File: src/rtl/dma_bus_pkg.sv
// definitions for the 68030-style asynchronous system bus
// dsack_ and sterm_ are active low; byte-wide ports are not supported
package dma_bus_pkg;

    // byte address and data word as seen on the bus
    typedef logic [31:0] bus_addr_t;
    typedef logic [31:0] bus_data_t;

    // synchronized dsack_ pair, bit 1 is dsack1_
    typedef logic [1:0] term_t;

    localparam term_t TERM_32   = 2'b00;
    localparam term_t TERM_16   = 2'b01;
    localparam term_t TERM_WAIT = 2'b11;

    // address steps for a full word and for the second half on a 16-bit port
    localparam bus_addr_t WORD_BYTES  = 32'd4;
    localparam bus_addr_t HALF_OFFSET = 32'd2;

    typedef enum logic [2:0] {
        IDLE,
        REQ,
        GRANTED,
        STROBE,
        HALF2,
        RELEASE
    } bus_state_t;

endpackage

File: src/rtl/dma_xfer_pkg.sv
// transfer sizing for the device-to-memory path
// FIFO_DEPTH must be a power of two and fit in fifo_cnt_t
package dma_xfer_pkg;

    // word FIFO between the device producer and the bus master
    localparam int FIFO_DEPTH = 8;

    // occupancy, 0 up to FIFO_DEPTH inclusive
    typedef logic [3:0] fifo_cnt_t;

    // words still to be written in the current transfer
    typedef logic [15:0] word_cnt_t;

    // fill level that justifies asking for the bus without a flush
    localparam int BURST_THRESH = 4;

    // flops per asynchronous input
    localparam int SYNC_STAGES = 2;

endpackage

File: src/rtl/cpu_bus_sync.sv
// synchronizers for the asynchronous bus and control inputs
// every input shows up SYNC_STAGES clocks after it changes
`timescale 1ns/1ps

module cpu_bus_sync (
    input  logic               BCLK,
    input  logic               CCRESET_,
    input  logic               bg_async,
    input  dma_bus_pkg::term_t dsack_async,
    input  logic               sterm_async,
    input  logic               ena_async,
    input  logic               flush_async,
    output logic               bg_,
    output dma_bus_pkg::term_t dsack_,
    output logic               sterm_,
    output logic               dma_ena,
    output logic               flush_req
);
    import dma_xfer_pkg::*;

    // {bg_, dsack_[1:0], sterm_, ena, flush}
    logic [5:0] stage [SYNC_STAGES];

    always_ff @(posedge BCLK or negedge CCRESET_) begin
        if (!CCRESET_) begin
            // active-low strobes come out of reset negated
            for (int i = 0; i < SYNC_STAGES; i++) begin
                stage[i] <= 6'b111100;
            end
        end else begin
            stage[0] <= {bg_async, dsack_async, sterm_async, ena_async, flush_async};
            for (int i = 1; i < SYNC_STAGES; i++) begin
                stage[i] <= stage[i-1];
            end
        end
    end

    assign {bg_, dsack_, sterm_, dma_ena, flush_req} = stage[SYNC_STAGES-1];

endmodule

File: src/rtl/cpu_sm.sv
// bus master FSM: arbitration and memory write cycles with dynamic sizing
// all bus inputs are expected already synchronized to BCLK
`timescale 1ns/1ps

module cpu_sm (
    input  logic                    BCLK,
    input  logic                    CCRESET_,
    input  logic                    dma_ena,
    input  logic                    flush_req,
    input  dma_xfer_pkg::fifo_cnt_t fifo_count,
    input  dma_bus_pkg::bus_data_t  fifo_data,
    input  dma_bus_pkg::bus_addr_t  word_addr,
    input  dma_xfer_pkg::word_cnt_t remaining,
    input  logic                    last,
    input  logic                    bg_,
    input  dma_bus_pkg::term_t      dsack_,
    input  logic                    sterm_,
    output logic                    br,
    output logic                    bgack,
    output logic                    as,
    output logic                    ds,
    output dma_bus_pkg::bus_addr_t  addr,
    output dma_bus_pkg::bus_data_t  data_out,
    output logic                    pop,
    output logic                    advance,
    output logic                    stop_flush,
    output logic                    done
);
    import dma_bus_pkg::*;
    import dma_xfer_pkg::*;

    bus_state_t state;
    logic       armed;
    logic       term_idle;
    logic       term_hit;
    logic       term_16;
    logic       start_ok;
    logic       more_ok;

    // a termination counts only after the bus has been seen idle in this strobe,
    // the synced dsack_ of the previous cycle lingers for a few clocks
    assign term_idle = sterm_ && (dsack_ == TERM_WAIT);
    assign term_hit  = as && armed &&
                       (!sterm_ || dsack_ == TERM_32 || dsack_ == TERM_16);
    assign term_16   = sterm_ && (dsack_ == TERM_16);

    assign start_ok = dma_ena && (remaining != '0) &&
                      ((fifo_count >= fifo_cnt_t'(BURST_THRESH)) ||
                       (flush_req && fifo_count != '0) ||
                       (word_cnt_t'(fifo_count) >= remaining));
    assign more_ok  = dma_ena && (remaining != '0) && (fifo_count != '0);

    always_ff @(posedge BCLK or negedge CCRESET_) begin
        if (!CCRESET_) begin
            state      <= IDLE;
            br         <= 1'b0;
            bgack      <= 1'b0;
            as         <= 1'b0;
            ds         <= 1'b0;
            armed      <= 1'b0;
            pop        <= 1'b0;
            advance    <= 1'b0;
            stop_flush <= 1'b0;
            done       <= 1'b0;
        end else begin
            pop        <= 1'b0;
            advance    <= 1'b0;
            stop_flush <= 1'b0;
            if (as && term_idle) begin
                armed <= 1'b1;
            end
            // counter hits zero on the edge that ends this cycle
            if (advance && last) begin
                done <= 1'b1;
            end else if (remaining != '0) begin
                done <= 1'b0;
            end
            case (state)
                IDLE: begin
                    if (start_ok) begin
                        br    <= 1'b1;
                        state <= REQ;
                    end
                end
                REQ: begin
                    if (!bg_) begin
                        br    <= 1'b0;
                        bgack <= 1'b1;
                        state <= GRANTED;
                    end
                end
                GRANTED: begin
                    if (more_ok) begin
                        as    <= 1'b1;
                        ds    <= 1'b1;
                        armed <= 1'b0;
                        state <= STROBE;
                    end else begin
                        bgack      <= 1'b0;
                        stop_flush <= flush_req && (fifo_count == '0);
                        state      <= IDLE;
                    end
                end
                STROBE: begin
                    if (term_hit) begin
                        as <= 1'b0;
                        ds <= 1'b0;
                        if (term_16) begin
                            state <= HALF2;
                        end else begin
                            pop     <= 1'b1;
                            advance <= 1'b1;
                            state   <= RELEASE;
                        end
                    end
                end
                HALF2: begin
                    // one idle clock, then the low half as a second cycle
                    if (!as) begin
                        as    <= 1'b1;
                        ds    <= 1'b1;
                        armed <= 1'b0;
                    end else if (term_hit) begin
                        as      <= 1'b0;
                        ds      <= 1'b0;
                        pop     <= 1'b1;
                        advance <= 1'b1;
                        state   <= RELEASE;
                    end
                end
                RELEASE: begin
                    // FIFO head and counter settle before the next decision
                    state <= GRANTED;
                end
                default: begin
                    state <= IDLE;
                end
            endcase
        end
    end

    // address and data launch with the strobes
    always_ff @(posedge BCLK) begin
        if (state == GRANTED && more_ok) begin
            addr     <= word_addr;
            data_out <= fifo_data;
        end else if (state == HALF2 && !as) begin
            addr     <= word_addr + HALF_OFFSET;
            // 16-bit port reads the upper lanes, lower lanes get a copy
            data_out <= {fifo_data[15:0], fifo_data[15:0]};
        end
    end

    a_as_needs_bgack: assert property (
        @(posedge BCLK) disable iff (!CCRESET_)
        as |-> bgack
    );

endmodule

File: src/rtl/dma_addr_cnt.sv
// address and remaining-word counter for one transfer
// addresses advance by a full word; load wins over advance
`timescale 1ns/1ps

module dma_addr_cnt (
    input  logic                    BCLK,
    input  logic                    CCRESET_,
    input  logic                    load,
    input  dma_bus_pkg::bus_addr_t  start_addr,
    input  dma_xfer_pkg::word_cnt_t word_count,
    input  logic                    advance,
    output dma_bus_pkg::bus_addr_t  addr,
    output dma_xfer_pkg::word_cnt_t remaining,
    output logic                    last
);
    import dma_bus_pkg::*;
    import dma_xfer_pkg::*;

    always_ff @(posedge BCLK or negedge CCRESET_) begin
        if (!CCRESET_) begin
            addr      <= '0;
            remaining <= '0;
        end else if (load) begin
            addr      <= start_addr;
            remaining <= word_count;
        end else if (advance) begin
            addr      <= addr + WORD_BYTES;
            remaining <= remaining - 1'b1;
        end
    end

    assign last = (remaining == word_cnt_t'(1));

    // the bus master stops before the count runs out
    a_no_advance_empty: assert property (
        @(posedge BCLK) disable iff (!CCRESET_)
        advance |-> remaining != '0
    );

endmodule

File: src/rtl/dma_fifo.sv
// word FIFO from the device side to the bus master
// the producer holds FIFO_DEPTH credits, so push never meets a full FIFO
`timescale 1ns/1ps

module dma_fifo (
    input  logic                    BCLK,
    input  logic                    CCRESET_,
    input  logic                    push,
    input  dma_bus_pkg::bus_data_t  wdata,
    input  logic                    pop,
    output dma_bus_pkg::bus_data_t  rdata,
    output dma_xfer_pkg::fifo_cnt_t count,
    output logic                    credit
);
    import dma_bus_pkg::*;
    import dma_xfer_pkg::*;

    bus_data_t                       mem [FIFO_DEPTH];
    logic [$clog2(FIFO_DEPTH)-1:0]   wr_ptr;
    logic [$clog2(FIFO_DEPTH)-1:0]   rd_ptr;

    always_ff @(posedge BCLK) begin
        if (push) begin
            mem[wr_ptr] <= wdata;
        end
    end

    always_ff @(posedge BCLK or negedge CCRESET_) begin
        if (!CCRESET_) begin
            wr_ptr <= '0;
            rd_ptr <= '0;
            count  <= '0;
            credit <= 1'b0;
        end else begin
            // one credit goes back for every word that leaves
            credit <= pop;
            if (push) begin
                wr_ptr <= wr_ptr + 1'b1;
            end
            if (pop) begin
                rd_ptr <= rd_ptr + 1'b1;
            end
            case ({push, pop})
                2'b10:   count <= count + 1'b1;
                2'b01:   count <= count - 1'b1;
                default: count <= count;
            endcase
        end
    end

    // head word, valid once count is nonzero
    assign rdata = mem[rd_ptr];

    // device must honour its credits
    a_no_push_full: assert property (
        @(posedge BCLK) disable iff (!CCRESET_)
        push && !pop |-> count != fifo_cnt_t'(FIFO_DEPTH)
    );

    // bus master only pops a word it has seen
    a_no_pop_empty: assert property (
        @(posedge BCLK) disable iff (!CCRESET_)
        pop |-> count != '0
    );

endmodule

File: src/rtl/dma_top.sv
// device-to-memory DMA engine, device words in, 68030-style bus writes out
// dma_ena, flush, bg_, dsack_ and sterm_ may change at any time
`timescale 1ns/1ps

module dma_top (
    input  logic                    BCLK,
    input  logic                    CCRESET_,
    input  logic                    load,
    input  dma_bus_pkg::bus_addr_t  start_addr,
    input  dma_xfer_pkg::word_cnt_t word_count,
    input  logic                    dma_ena,
    input  logic                    flush,
    input  logic                    dev_valid,
    input  dma_bus_pkg::bus_data_t  dev_data,
    output logic                    dev_credit,
    output logic                    br,
    input  logic                    bg_,
    output logic                    bgack,
    output logic                    as,
    output logic                    ds,
    output dma_bus_pkg::bus_addr_t  addr,
    output dma_bus_pkg::bus_data_t  data_out,
    input  dma_bus_pkg::term_t      dsack_,
    input  logic                    sterm_,
    output logic                    stop_flush,
    output logic                    done
);
    import dma_bus_pkg::*;
    import dma_xfer_pkg::*;

    logic      bg_sync_;
    term_t     dsack_sync_;
    logic      sterm_sync_;
    logic      ena_sync;
    logic      flush_sync;
    bus_data_t fifo_data;
    fifo_cnt_t fifo_count;
    bus_addr_t word_addr;
    word_cnt_t remaining;
    logic      last;
    logic      pop;
    logic      advance;

    cpu_bus_sync u_sync (
        .BCLK        (BCLK),
        .CCRESET_    (CCRESET_),
        .bg_async    (bg_),
        .dsack_async (dsack_),
        .sterm_async (sterm_),
        .ena_async   (dma_ena),
        .flush_async (flush),
        .bg_         (bg_sync_),
        .dsack_      (dsack_sync_),
        .sterm_      (sterm_sync_),
        .dma_ena     (ena_sync),
        .flush_req   (flush_sync)
    );

    dma_fifo u_fifo (
        .BCLK     (BCLK),
        .CCRESET_ (CCRESET_),
        .push     (dev_valid),
        .wdata    (dev_data),
        .pop      (pop),
        .rdata    (fifo_data),
        .count    (fifo_count),
        .credit   (dev_credit)
    );

    dma_addr_cnt u_cnt (
        .BCLK       (BCLK),
        .CCRESET_   (CCRESET_),
        .load       (load),
        .start_addr (start_addr),
        .word_count (word_count),
        .advance    (advance),
        .addr       (word_addr),
        .remaining  (remaining),
        .last       (last)
    );

    cpu_sm u_sm (
        .BCLK       (BCLK),
        .CCRESET_   (CCRESET_),
        .dma_ena    (ena_sync),
        .flush_req  (flush_sync),
        .fifo_count (fifo_count),
        .fifo_data  (fifo_data),
        .word_addr  (word_addr),
        .remaining  (remaining),
        .last       (last),
        .bg_        (bg_sync_),
        .dsack_     (dsack_sync_),
        .sterm_     (sterm_sync_),
        .br         (br),
        .bgack      (bgack),
        .as         (as),
        .ds         (ds),
        .addr       (addr),
        .data_out   (data_out),
        .pop        (pop),
        .advance    (advance),
        .stop_flush (stop_flush),
        .done       (done)
    );

endmodule

File: config.mk
export PLATFORM = sky130hd
export DESIGN_NAME = dma_top
export DESIGN_NICKNAME = d
export VERILOG_FILES = /design/src/rtl/dma_bus_pkg.sv /design/src/rtl/dma_xfer_pkg.sv /design/src/rtl/cpu_bus_sync.sv /design/src/rtl/cpu_sm.sv /design/src/rtl/dma_addr_cnt.sv /design/src/rtl/dma_fifo.sv /design/src/rtl/dma_top.sv
export SDC_FILE = /design/constraint.sdc
export NUM_CORES = 1
export LEC_CHECK = 0
export BUFFER_PORTS_ARGS = -buffer_cell sky130_fd_sc_hd__buf_2
export CORE_ASPECT_RATIO = 1.2
export CORE_UTILIZATION = 50
export CTS_CLUSTER_DIAMETER = 100
export DETAILED_ROUTE_END_ITERATION = 8
export PLACE_DENSITY = 0.69
export SLEW_MARGIN = 20
export SYNTH_ARGS = -nofsm -noshare
export SYNTH_HDL_FRONTEND = slang
export SYNTH_SLANG_ARGS = --single-unit
File: constraint.sdc
create_clock -name BCLK -period 16.4 [get_ports BCLK]
set_input_delay 0 -clock BCLK [delete_from_list [all_inputs] [get_ports BCLK]]
set_output_delay 0 -clock BCLK [all_outputs]
set_load 0.01 [all_outputs]
==> Yosys cells after proc, flatten, opt, wreduce, memory -nomap -nowiden <==
Memories as Yosys holds them, arrays and structs flattened.
Cells that the tools add are included.
{ "word_totals": {"wordCells": 128, "output_inout_bits": 71, "ramBits": 256, "regBits": 146, "mem_count": 1} }
{ "classes": {"muxes": 46, "n_eq_ne": 17, "addsub": 7, "magnitude_cmp": 2, "reduce_logical": 36} }
{ "memory_table": {"columns": ["memory", "words", "width", "read_ports", "rd_ports_with_merged_regs", "wr", "line", "rtl"], "rows": [
  ["u_fifo.mem", 8, 32, 1, 0, 1, "dma_fifo.sv:18", "bus_data_t mem [FIFO_DEPTH];"]
]} }
{ "ops": {"columns": ["op", "n"], "rows": [
  ["$mux 32", 6],
  ["$add 32x2->32 const B", 1],
  ["$add 32x3->32 const B", 1],
  ["$mux 16", 2],
  ["$mux 1", 24],
  ["$pmux 3 s6", 1],
  ["$eq 16x1->1 const B", 1],
  ["$ge 4x16->1", 1],
  ["$reduce_bool 16->1", 1],
  ["$sub 16x1->16 const B", 1],
  ["$mux 3", 5],
  ["$logic_and 1x1->1", 13],
  ["$reduce_bool 2->1", 6],
  ["$ne 2x1->1 const B", 5],
  ["$reduce_and 3->1", 3],
  ["$pmux 1 s2", 4],
  ["$pmux 4 s2", 1],
  ["$add 3x1->3 const B", 2],
  ["$eq 3x2->1 const B", 2],
  ["$eq 3x3->1 const B", 2],
  ["$pmux 1 s3", 2],
  ["$reduce_and 5->1", 1],
  ["$add 4x1->4 const B", 1],
  ["$eq 2x1->1 const B", 2],
  ["other kinds (14)", 20]
]} }

==> Longest topological paths before layout <==
Gate-level depths: netlist of the first run.
{ "logic_depth": {"ltp_word": 7, "ltp_mapped": 8, "mapped_depth_nobuf": 8} }

==> Cells and area by module <==
Synthesis of the first run repeated with hierarchy kept, for this count alone.
{ "hier_totals": {"cells_unflattened": 983, "hier_area_um2": 16802.4} }
{ "modules_own_cells": {"columns": ["mod", "instances", "cells_per_inst", "area_per_inst_um2"], "rows": [
  ["dma_fifo", 1, 423, 10302.4],
  ["cpu_sm", 1, 259, 3539.6],
  ["dma_addr_cnt", 1, 287, 2635.0],
  ["cpu_bus_sync", 1, 14, 325.3]
]} }

==> Least setup slack after synthesis of the first run <==
Ideal clock, no wire load.
{ "synth_path": {"path_kind": "reg2reg", "start": "register u_sm.state[0]", "end": "register u_sm.addr[0] (enable)", "arrival_time_ps": 7284, "period_less_slack_ps": 7950, "stages_incl_launch_ff": 3, "setup_ps": 666, "slack_ps": 8450, "path_cell_list": "dfrtp_1 > clkbuf_1 > o41ai_1"} }
{ "synth_between": {"elab_chain_len": 3, "elab_cells_between_ends": 5} }
{ "synth_rtl": {"columns": ["element", "line", "rtl"], "rows": [
  ["from (decl)", "cpu_sm.sv:32", "bus_state_t state;"],
  ["from (signal assigned)", "cpu_sm.sv:55", "state <= IDLE;"],
  ["from (signal assigned)", "cpu_sm.sv:82", "state <= REQ;"],
  ["from (signal assigned)", "cpu_sm.sv:89", "state <= GRANTED;"],
  ["$eq 3x3->1 or $eq 3x2->1 (tied branches)", "cpu_sm.sv:147, cpu_sm.sv:144", null],
  ["$logic_and 1x1->1, on equally long branches", "cpu_sm.sv:147, cpu_sm.sv:144", null],
  ["$reduce_bool 2->1 (no line) *", null, null],
  ["to (signal assigned)", "cpu_sm.sv:145", "addr <= word_addr;"],
  ["to (signal assigned)", "cpu_sm.sv:148", "addr <= word_addr + HALF_OFFSET;"],
  ["to (decl)", "cpu_sm.sv:22", "output dma_bus_pkg::bus_addr_t addr,"]
]} }
Mark *: on every way between the ends. The rest lies on a longest branch, timed or not.
A chain may end at the register's enable or synchronous reset.

==> Worst setup path after layout of the first run <==
{ "layout_path": {"start": "register u_cnt.remaining[1]", "end": "register u_sm.data_out[9] (enable)"} }
{ "layout_between": {"elab_chain_len": 5} }
{ "layout_rtl": {"columns": ["element", "line", "rtl"], "rows": [
  ["from (decl)", "dma_addr_cnt.sv:13", "output dma_xfer_pkg::word_cnt_t remaining,"],
  ["from (signal assigned)", "dma_addr_cnt.sv:25", "remaining <= word_count;"],
  ["from (signal assigned)", "dma_addr_cnt.sv:28", "remaining <= remaining - 1'b1;"],
  ["$reduce_bool 16->1", "cpu_sm.sv:51", "assign more_ok = dma_ena && (remaining != '0) && (fifo_count != '0);"],
  ["$logic_and 1x1->1 (2 in series)", "cpu_sm.sv:51", null],
  ["$logic_and 1x1->1", "cpu_sm.sv:144", "if (state == GRANTED && more_ok) begin"],
  ["$reduce_bool 2->1 (no line)", null, null],
  ["to (signal assigned)", "cpu_sm.sv:146", "data_out <= fifo_data;"],
  ["to (signal assigned)", "cpu_sm.sv:150", "data_out <= {fifo_data[15:0], fifo_data[15:0]};"],
  ["to (decl)", "cpu_sm.sv:23", "output dma_bus_pkg::bus_data_t data_out,"]
]} }
Every way passes these cells.

==> results of run 1 <==
## what timing repair did
action	CTS	global route
endpoints found under the hold margin	343	0
hold buffers	90	0
gates resized for setup	0	0
## layer usage
metal  part of all wire, %  wire [µm]  up-vias
li1                      -          -     4382
met1                    39      14500     4808
met2                    52      19200      309
met3                   6.2       2280       62
met4                   2.3        835        0
met5                     0          0        -
## cell type report
class,instances,area share [%]
well taps,444,2.75
clock inverters,27,1.39
inverters,14,0.260
diodes,1,0.0124
clock buffers,48,5.31
flip-flops and latches,402,57.9
multi-input cells,541,23.4
repair buffers,265,9.05
## Yosys cell counts, types with 7 or more instances
cell | count | share of area (%)
xor2_1 | 46 | 2.4
and3_1 | 9 | 0.34
ha_1 | 13 | 0.98
a21oi_1 | 21 | 0.63
mux2i_1 | 18 | 1.1
inv_1 | 14 | 0.32
nand2b_1 | 7 | 0.26
nand3_1 | 23 | 0.69
buf_2 | 10 | 0.30
dfrtp_1 | 74 | 11
buf_4 | 11 | 0.50
xnor2_1 | 35 | 1.8
dfstp_2 | 8 | 1.3
edfxtp_1 | 320 | 58
nand2_1 | 81 | 1.8
clkbuf_1 | 22 | 0.50
mux2_2 | 21 | 1.4
nand4_1 | 25 | 0.94
o21ai_0 | 50 | 1.5
nor2_1 | 47 | 1.1
nor3_1 | 8 | 0.24
mux4_2 | 64 | 8.7
## worst max-delay path by stage
stage,cells past startpoint,slack (ns),from,endpoint
after CTS,5,13.38,u_fifo.rd_ptr[0],u_sm.data_out[31]
after global placement,5,13.44,u_fifo.rd_ptr[0],u_sm.data_out[24]
after floorplan,2,8.45,u_sm.state[0],u_sm.addr[0]
final,6,13.38,u_cnt.remaining[1],u_sm.data_out[9]
after global routing,6,13.19,u_cnt.remaining[1],u_sm.data_out[23]
after detailed placement,5,13.39,u_fifo.rd_ptr[0],u_sm.data_out[24]
## cell usage in the layout, fill, tap and decap left out, types with 3 or more instances in the layout
cell / netlist / layout
dlygate4sd3_1: 0 / 89
inv_1: 14 / 14
clkbuf_1: 22 / 5
nand2_1: 81 / 81
o21ai_1: 3 / 3
nor2_1: 47 / 41
nand2b_1: 7 / 7
nand3_1: 23 / 23
bufinv_16: 0 / 4
xor2_1: 46 / 46
mux4_2: 64 / 64
dfrtp_1: 74 / 71
a211oi_1: 6 / 6
mux2i_1: 18 / 18
buf_2: 10 / 159
a21oi_1: 21 / 21
clkbuf_16: 0 / 41
buf_4: 11 / 16
edfxtp_1: 320 / 320
o22ai_1: 4 / 4
nor2_4: 0 / 6
dfstp_2: 8 / 8
or4_1: 3 / 3
and3_1: 9 / 9
xnor2_1: 35 / 35
clkinv_2: 0 / 12
nor4_1: 6 / 6
nor3b_2: 3 / 3
nor4_2: 4 / 4
nor3_2: 6 / 8
nor3_1: 8 / 6
nand4_1: 25 / 25
and4_1: 4 / 4
mux2_2: 21 / 21
clkinv_1: 0 / 7
ha_1: 13 / 13
o21ai_0: 50 / 50
## report_power, final
group	internal (W)	switching (W)
registers	0.00129	0.0000986
clock network	0.000537	0.000390
logic	0.000252	0.000303
total	0.00207	0.000791
## stage by stage
step	area (µm²)	std cells
after floorplan	16600	1005
after CTS	20200	1741
final	20200	1742
after global placement	17900	1576
after global routing	20200	1741
after detailed placement	17900	1576
## kinds of logic (layout without fill, tap and decap cells)
kind of cell	after synthesis	in the layout	synth area share [%]
flops	402	402	70.2
simple gates	242	242	7.80
mux	103	103	11.2
compound gates	101	101	3.63
xor+xnor	81	81	4.27
buf+inv	62	354	1.81
fa+ha+maj	14	14	1.10
other cells	0	1	0
## flip-flops by register name, summed over array words and instances (netlist names), 2 cells and up
| register | count |
|---|---|
| u_cnt.addr | 32 |
| u_cnt.remaining | 16 |
| u_fifo.count | 4 |
| u_fifo.mem | 256 |
| u_fifo.rd_ptr | 3 |
| u_fifo.wr_ptr | 3 |
| u_sm.addr | 32 |
| u_sm.data_out | 32 |
| u_sm.state | 3 |
| u_sync.dsack_ | 2 |
| u_sync.stage | 6 |
==> impl_metrics.ini, run 1 <==
[outcome]
status = finished clean

[die]
ios = 161
coreArea_um2 = 32500
dieArea_um2 = 34000
die_w_um = 168
die_h_um = 202
row_count = 72
start_util_pct = 51.1

[layout]
fin_util_pct = 62.0
layout-drive-gt1-share_pct = 28.5
fillers = 2374
area.sequential_um2 = 11700
area_delta_synth_final_pct = 21.4
multiInputGateArea_um2 = 4710
nNetsFinal = 1369

[global_route]
grtUsageTotal_pct = 22.1
first_global_vias = 9976
antenna_found_initial = 1
grt_max_degree = 94
grt-busiest-layer = met2
grtUsageMet3_pct = 4.60
grt_pass1_wl_um = 56400
grt_overflow = 0
grt_use_met2_pct = 39.3
gr-usage-met1_pct = 27.1

[clock_network]
cts.sinks = 402
clk_pin_slew_worst_paths_ns = 0.06
numCtsBuffers = 41
root_buffer = clkbuf_16
tritoncts = done
cts_setup_buffers = 0
clock_path_buffers = 3
htree_num_levels = 2
clock_latency_ns = 0.55

[timing]
rsz0062_at_grt = no
period_share_pct = 18.4
hold_ws_ns = 0.0986
fin_skew_ns = 0.0195
fin_ws_ns = 13.38
finalHoldViolations = 0
fin_crit_ns = 3.02
worstMarginPinSlew_ns = 1.18
fmaxAchievable_ghz = 0.331
setup-tns-final_ns = 0
slew_viol_final = 0
setup_viol = 0
max_slew_margin_pct = 21.5

[min_path]
hp-start = dsack_[1]
min_path_cells = 2
hp-class = input pin to flop
worstHoldEndpoint = u_sync.stage[10]

[detailed_routing]
drtIter0Drc = 846
via_per_inst = 5.49
ant_nets = 0
vias = 9561
drtPass1Iterations = 7
wire_per_inst_um = 21.1
drcViolationCount = 0
drt_wl_total_um = 36700

[yosys]
ys_seq_area_share_pct = 70.2
synth-edff-count = 320
ys_types = 62
async_flop_share_pct = 20.4
synth_ff_type = edfxtp_1
synthCells = 1005
yosysWarnings = 0
avgSynthCellArea_um2 = 16.5
ys_ff_latch = 402
synth_nets = 1109
synth_area_um2 = 16600

[setup_path]
critPathSlowestCell = o21ai_2
worstSetupPathType = flop to flop
crit_family = compound AO/OA/AOI/OAI gates
cp.required_ns = 16.57
worstSetupEndpointType = flop
crit_arrival_ns = 3.20
reg2reg_from = u_cnt.remaining[1]
crit_buf_inv = 2
critPathLaunchType = flop
cp_cell_sequence = inv_1 > ha_1 > or3b_2 > o21ai_2 > o41ai_2 > buf_4
rr_endpoint = u_sm.data_out[9]
cp_max_fo = 64
ff2ff_path_depth = 6
rrSetupSlack_ns = 13.38
critPathMaxStageDelay_ns = 0.68

[place]
numPortBuffers = 160
gp_congestion = 0.865
dp_slack_ns = 13.39
hpwl_um = 22000

[pwr]
peakVddDrop_v = 0.000101
power.density_nw_per_um2 = 142
p_leak_nw = 7.09
finalPower_w = 0.00287

[run]
cap_violations = 0
No activity file was read; power rests on OpenSTA's default activity.
==> run 2: changes to the inputs <==
- clock period: 16.4 -> 2.9 ns (I/O delays scaled with it)
==> run 2 against run 1 <==
  * Critical path type unchanged
  * Critical path depth unchanged
  * Final area up 1.1%
  * Clock power rose to 5.6 times the previous value
  * Cell count up 1.3%
  * Largest cell class unchanged
  * Critical endpoint is now u_cnt.addr[31]
==> impl_metrics.ini, run 2 (synthesized netlist as in run 1, its figures left out) <==
[clock_network]
ctsResizeCount = 0
root_buffer = clkbuf_16
cts.sinks = 402
clock_latency_ns = 0.55
cts_setup_buffers = 0
clk_pin_slew_worst_paths_ns = 0.06
htree_num_levels = 2
numCtsBuffers = 41
tritoncts = done
clock_path_buffers = 3
cts_hold_buffers = 98

[run]
cap_violations = 0

[min_path]
hp-class = input pin to flop
worstHoldEndpoint = u_cnt.addr[16]
hp-start = load
min_path_cells = 4

[global_route]
grt_pass1_wl_um = 56000
antenna_found_initial = 1
first_global_vias = 9950
grt_overflow = 0
grt_max_degree = 94
grtUsageTotal_pct = 22.1

[outcome]
status = finished clean

[timing]
finalHoldViolations = 0
max_slew_margin_pct = 56.1
period_share_pct = 83.9
fin_skew_ns = 0.0182
worstMarginPinSlew_ns = 0.658
setup_viol = 0
slew_viol_final = 0
fmaxAchievable_ghz = 0.411
fin_crit_ns = 2.43
rsz0062_at_grt = no

[pwr]
peakVddDrop_v = 0.000604
power.density_nw_per_um2 = 797
p_leak_nw = 7.19
finalPower_w = 0.0163

[die]
die_h_um = 202
row_count = 72
dieArea_um2 = 34000
coreArea_um2 = 32500
start_util_pct = 51.1
ios = 161
die_w_um = 168

[layout]
largest_reg_flops = 256
fin_util_pct = 62.7
layout-drive-gt1-share_pct = 28.6
nNetsFinal = 1392
largest-register = u_fifo.mem
instances_no_fill = 1765
fillers = 2346
layout_commonest_cell = edfxtp_1
multiInputGateArea_um2 = 4740
area_delta_synth_final_pct = 22.7
area.sequential_um2 = 11700
most-common-layout-cells = edfxtp_1, buf_2, dlygate4sd3_1, nand2_1, dfrtp_1

[place]
gp_congestion = 0.878
hpwl_um = 22300
dp.cells = 1591
numPortBuffers = 160

[detailed_routing]
wire_per_inst_um = 20.8
drcViolationCount = 0
drtPass1Iterations = 5
ant_nets = 0
vias = 9679
via_per_inst = 5.48
drt_wl_total_um = 36700
drtIter0Drc = 749

[setup_path]
reg2reg_from = u_cnt.addr[6]
crit_arrival_ns = 2.85
cp.required_ns = 3.32
critPathMaxStageDelay_ns = 0.56
rr_endpoint = u_cnt.addr[31]
critPathLaunchType = flop
worstSetupEndpointType = flop
worstSetupPathType = flop to flop
rrSetupSlack_ns = 0.47
ff2ff_path_depth = 6
cp_max_fo = 6
cp_cell_sequence = nand4_1 > nor2_1 > nand4_1 > xor2_1 > o21ai_1 > dlygate4sd3_1
crit_top_cell = nand4_1
critPathSlowestCell = dlygate4sd3_1
## run 2: worst max path at each step
stage | slack [ns] | start | endpoint
after floorplan | -0.30 | u_sm.state[1] | u_sm.addr[0]
after global placement | 0.62 | u_fifo.rd_ptr[0] | u_sm.data_out[23]
after detailed placement | 0.59 | u_fifo.rd_ptr[0] | u_sm.data_out[23]
after CTS | 0.49 | u_cnt.addr[6] | u_cnt.addr[31]
after global routing | 0.36 | u_cnt.addr[6] | u_cnt.addr[31]
final | 0.47 | u_cnt.addr[6] | u_cnt.addr[31]
## run 2: layout make-up
cell class,instances,area share (%)
diodes,1,0.0123
clock buffers,49,5.27
clock inverters,26,1.18
inverters,14,0.258
multi-input cells,541,23.2
flip-flops and latches,402,57.2
well taps,444,2.72
repair buffers,288,10.1
## run 2: routing by layer
| metal | global-route usage, % | wire (µm) | vias to the layer above |
|---|---|---|---|
| li1 | - | - | 4437 |
| met1 | 27.4 | 14700 | 4904 |
| met2 | 38.6 | 19100 | 285 |
| met3 | 4.68 | 2170 | 53 |
| met4 | 6.82 | 738 | 0 |
| met5 | 0 | 0 | - |
## run 2: metrics by stage
stage	hold WS, ns	instance area (µm²)	worst slack (ns)	setup TNS [ns]
3_3_place_gp	0.0743	18100	0.617	0
5_1_grt	0.0329	20400	0.364	0
4_1_cts	0.00193	20400	0.491	0
2_1_floorplan	-0.296	16700	-0.298	-19.40
6_report	0.0160	20400	0.466	0
3_5_place_dp	0.0864	18100	0.591	0
## run 2: critical path, delay by kind of cell (launching register included)
kind | cells | cell delay [ns]
AO/OA/AOI/OAI | 1 | 0.06
buffers and inverters | 1 | 0.56
flip-flops | 1 | 0.47
XOR/XNOR | 1 | 0.17
AND/OR/NAND/NOR | 3 | 1.05
## run 2: where the power goes
part / switching (W) / total (W) / internal (W)
sequential: 0.000536 / 0.00781 / 0.00727
combinational: 0.00179 / 0.00330 / 0.00151
clock: 0.00214 / 0.00514 / 0.00301
total: 0.00447 / 0.0163 / 0.0118
==> run 3: changes to the inputs <==
- PLACE_DENSITY: 0.69 -> 0.72
- clock period: 2.9 -> 1.95 ns (I/O delays scaled with it)
==> run 3 against run 2 <==
  * Utilization grew 4.7 points
  * Final area up 7.5%
  * Register-to-register slack worse by 0.51 ns
  * Highest routed layer unchanged
  * Critical endpoint is now u_sm.data_out[25]
  * Cell count up 5.7%
  * Clock skew increased by 0.0072 ns
  * The flow now finishes with violations (negative setup slack)
  * Sequential cell count unchanged
  * Non-clock buffer count up 102
  * Combinational power grew 110%
==> impl_metrics.ini, run 3 (synthesized netlist as in run 1, its figures left out) <==
[place]
hpwl_um = 23900
gp_congestion = 0.875
placed_area_um2 = 18800
numPortBuffers = 160

[clock_network]
htree_num_levels = 2
cts.sinks = 402
clock_path_buffers = 3
clk_pin_slew_worst_paths_ns = 0.06
numCtsBuffers = 41
clock_latency_ns = 0.56
root_buffer = clkbuf_16
tritoncts = done

[pwr]
power.density_nw_per_um2 = 1200
p_leak_nw = 7.88
peakVddDrop_v = 0.00102

[detailed_routing]
via_per_inst = 5.50
ant_nets = 0
drcViolationCount = 0
vias = 10266
drtIter0Drc = 959
drtPass1Iterations = 5
drt_wl_total_um = 40300
wire_per_inst_um = 21.6

[layout]
area_delta_synth_final_pct = 31.9
layout_commonest_cell = edfxtp_1
multiInputGateArea_um2 = 5060
nNetsFinal = 1494
final_area_um2 = 21900
largest_reg_flops = 256
layout-drive-gt1-share_pct = 37.2
largest-register = u_fifo.mem
area.sequential_um2 = 11700
fillers = 2089
most-common-layout-cells = edfxtp_1, buf_2, dlygate4sd3_1, buf_4, nand2_1

[die]
die_h_um = 202
die_w_um = 168
ios = 161
start_util_pct = 51.1
dieArea_um2 = 34000
row_count = 72
coreArea_um2 = 32500

[global_route]
grt_overflow = 0
first_global_vias = 10749
grt_max_degree = 47
grtUsageTotal_pct = 23.6
antenna_found_initial = 1
grt_pass1_wl_um = 60200

[timing]
rsz0062_at_grt = yes
finalHoldViolations = 0
fin_skew_ns = 0.0253
fmaxAchievable_ghz = 0.502
slew_viol_final = 0
setup-tns-final_ns = -0.323
max_slew_margin_pct = 56.0
setup_viol = 21
period_share_pct = 102
fin_crit_ns = 1.99
fin_ws_ns = -0.0424
worstMarginPinSlew_ns = 0.660

[setup_path]
cp.required_ns = 2.25
rrSetupSlack_ns = -0.04
reg2reg_from = u_fifo.rd_ptr[0]
critPathLaunchType = flop
ff2ff_path_depth = 6
rr_endpoint = u_sm.data_out[25]
cp_max_fo = 8
crit_arrival_ns = 2.30
worstSetupPathType = flop to flop
worstSetupEndpointType = flop

[outcome]
violations = negative setup slack
status = finished with violations

[min_path]
hp-class = input pin to async pin

[run]
cap_violations = 0
run 3: changes by cell type in the layout (fill, tap and decap cells not counted), moves of 8 or more:
cell	before	now
mux2_4	0	10
mux2_2	21	11
mux2i_2	0	8
buf_12	4	20
mux2i_1	18	7
dfrtp_1	70	62
dfrtp_2	3	11
buf_6	0	12
nor2_1	41	32
buf_4	27	89
run 3: worst max-delay path by stage:
stage,startpoint,end,depth (start not counted)
2_1_floorplan,u_sm.state[1],u_sm.addr[0],2
3_3_place_gp,u_fifo.rd_ptr[0],u_sm.data_out[27],5
3_5_place_dp,u_fifo.rd_ptr[0],u_sm.data_out[26],5
4_1_cts,u_fifo.rd_ptr[0],u_sm.data_out[21],6
5_1_grt,u_fifo.rd_ptr[0],u_sm.data_out[21],6
6_report,u_fifo.rd_ptr[0],u_sm.data_out[25],6
run 3: worst max-delay path, cell delays in order, from the launching register on:
cell and delay, ns:
dfrtp_4 0.43, buf_12 0.17, buf_12 0.17, mux4_2 0.50, mux2_2 0.30, nor2_2 0.13
a21oi_2 0.04
run 3: repair_timing:
action	CTS	global route
pin swaps	0	31
setup endpoints to repair	69	125
hold buffers	102	0
endpoints found under the hold margin	371	0
gates cloned	0	3
gates resized for setup	20	81
setup buffers	7	23
run 3: per-layer routing:
metal,vias to the layer above,GRT usage (%),part of all wire (%)
met4,0,7.37,2.5
met3,66,4.27,6.6
li1,4650,-,-
met5,-,0,0
met2,425,41.8,52
met1,5125,29.3,39
run 3: cell type report:
cell class	instances	share of cell area (%)
repair buffers	390	14.6
well taps	444	2.53
clock buffers	47	4.83
multi-input cells	541	23.1
flip-flops and latches	402	53.3
clock inverters	27	1.39
inverters	14	0.240
diodes	1	0.0114
run 3: power breakdown:
| group | switching [W] | internal [W] |
|---|---|---|
| combinational | 0.00343 | 0.00348 |
| clock | 0.00330 | 0.00460 |
| sequential | 0.000604 | 0.0108 |
run 3: per-stage QoR:
step / setup WS, ns / total power [W] / utilization (%) / hold WS, ns / cells
2_1_floorplan: -1.25 / 0.0149 / - / -0.296 / 1005
3_3_place_gp: -0.0622 / 0.0172 / 57.9 / 0.0542 / 1656
3_5_place_dp: -0.124 / 0.0174 / 57.9 / 0.0563 / 1656
4_1_cts: -0.0503 / 0.0257 / 65.8 / 0.0240 / 1839
5_1_grt: -0.100 / 0.0273 / 67.4 / 0.0629 / 1866
6_report: -0.0424 / 0.0262 / 67.4 / 0.0199 / 1866
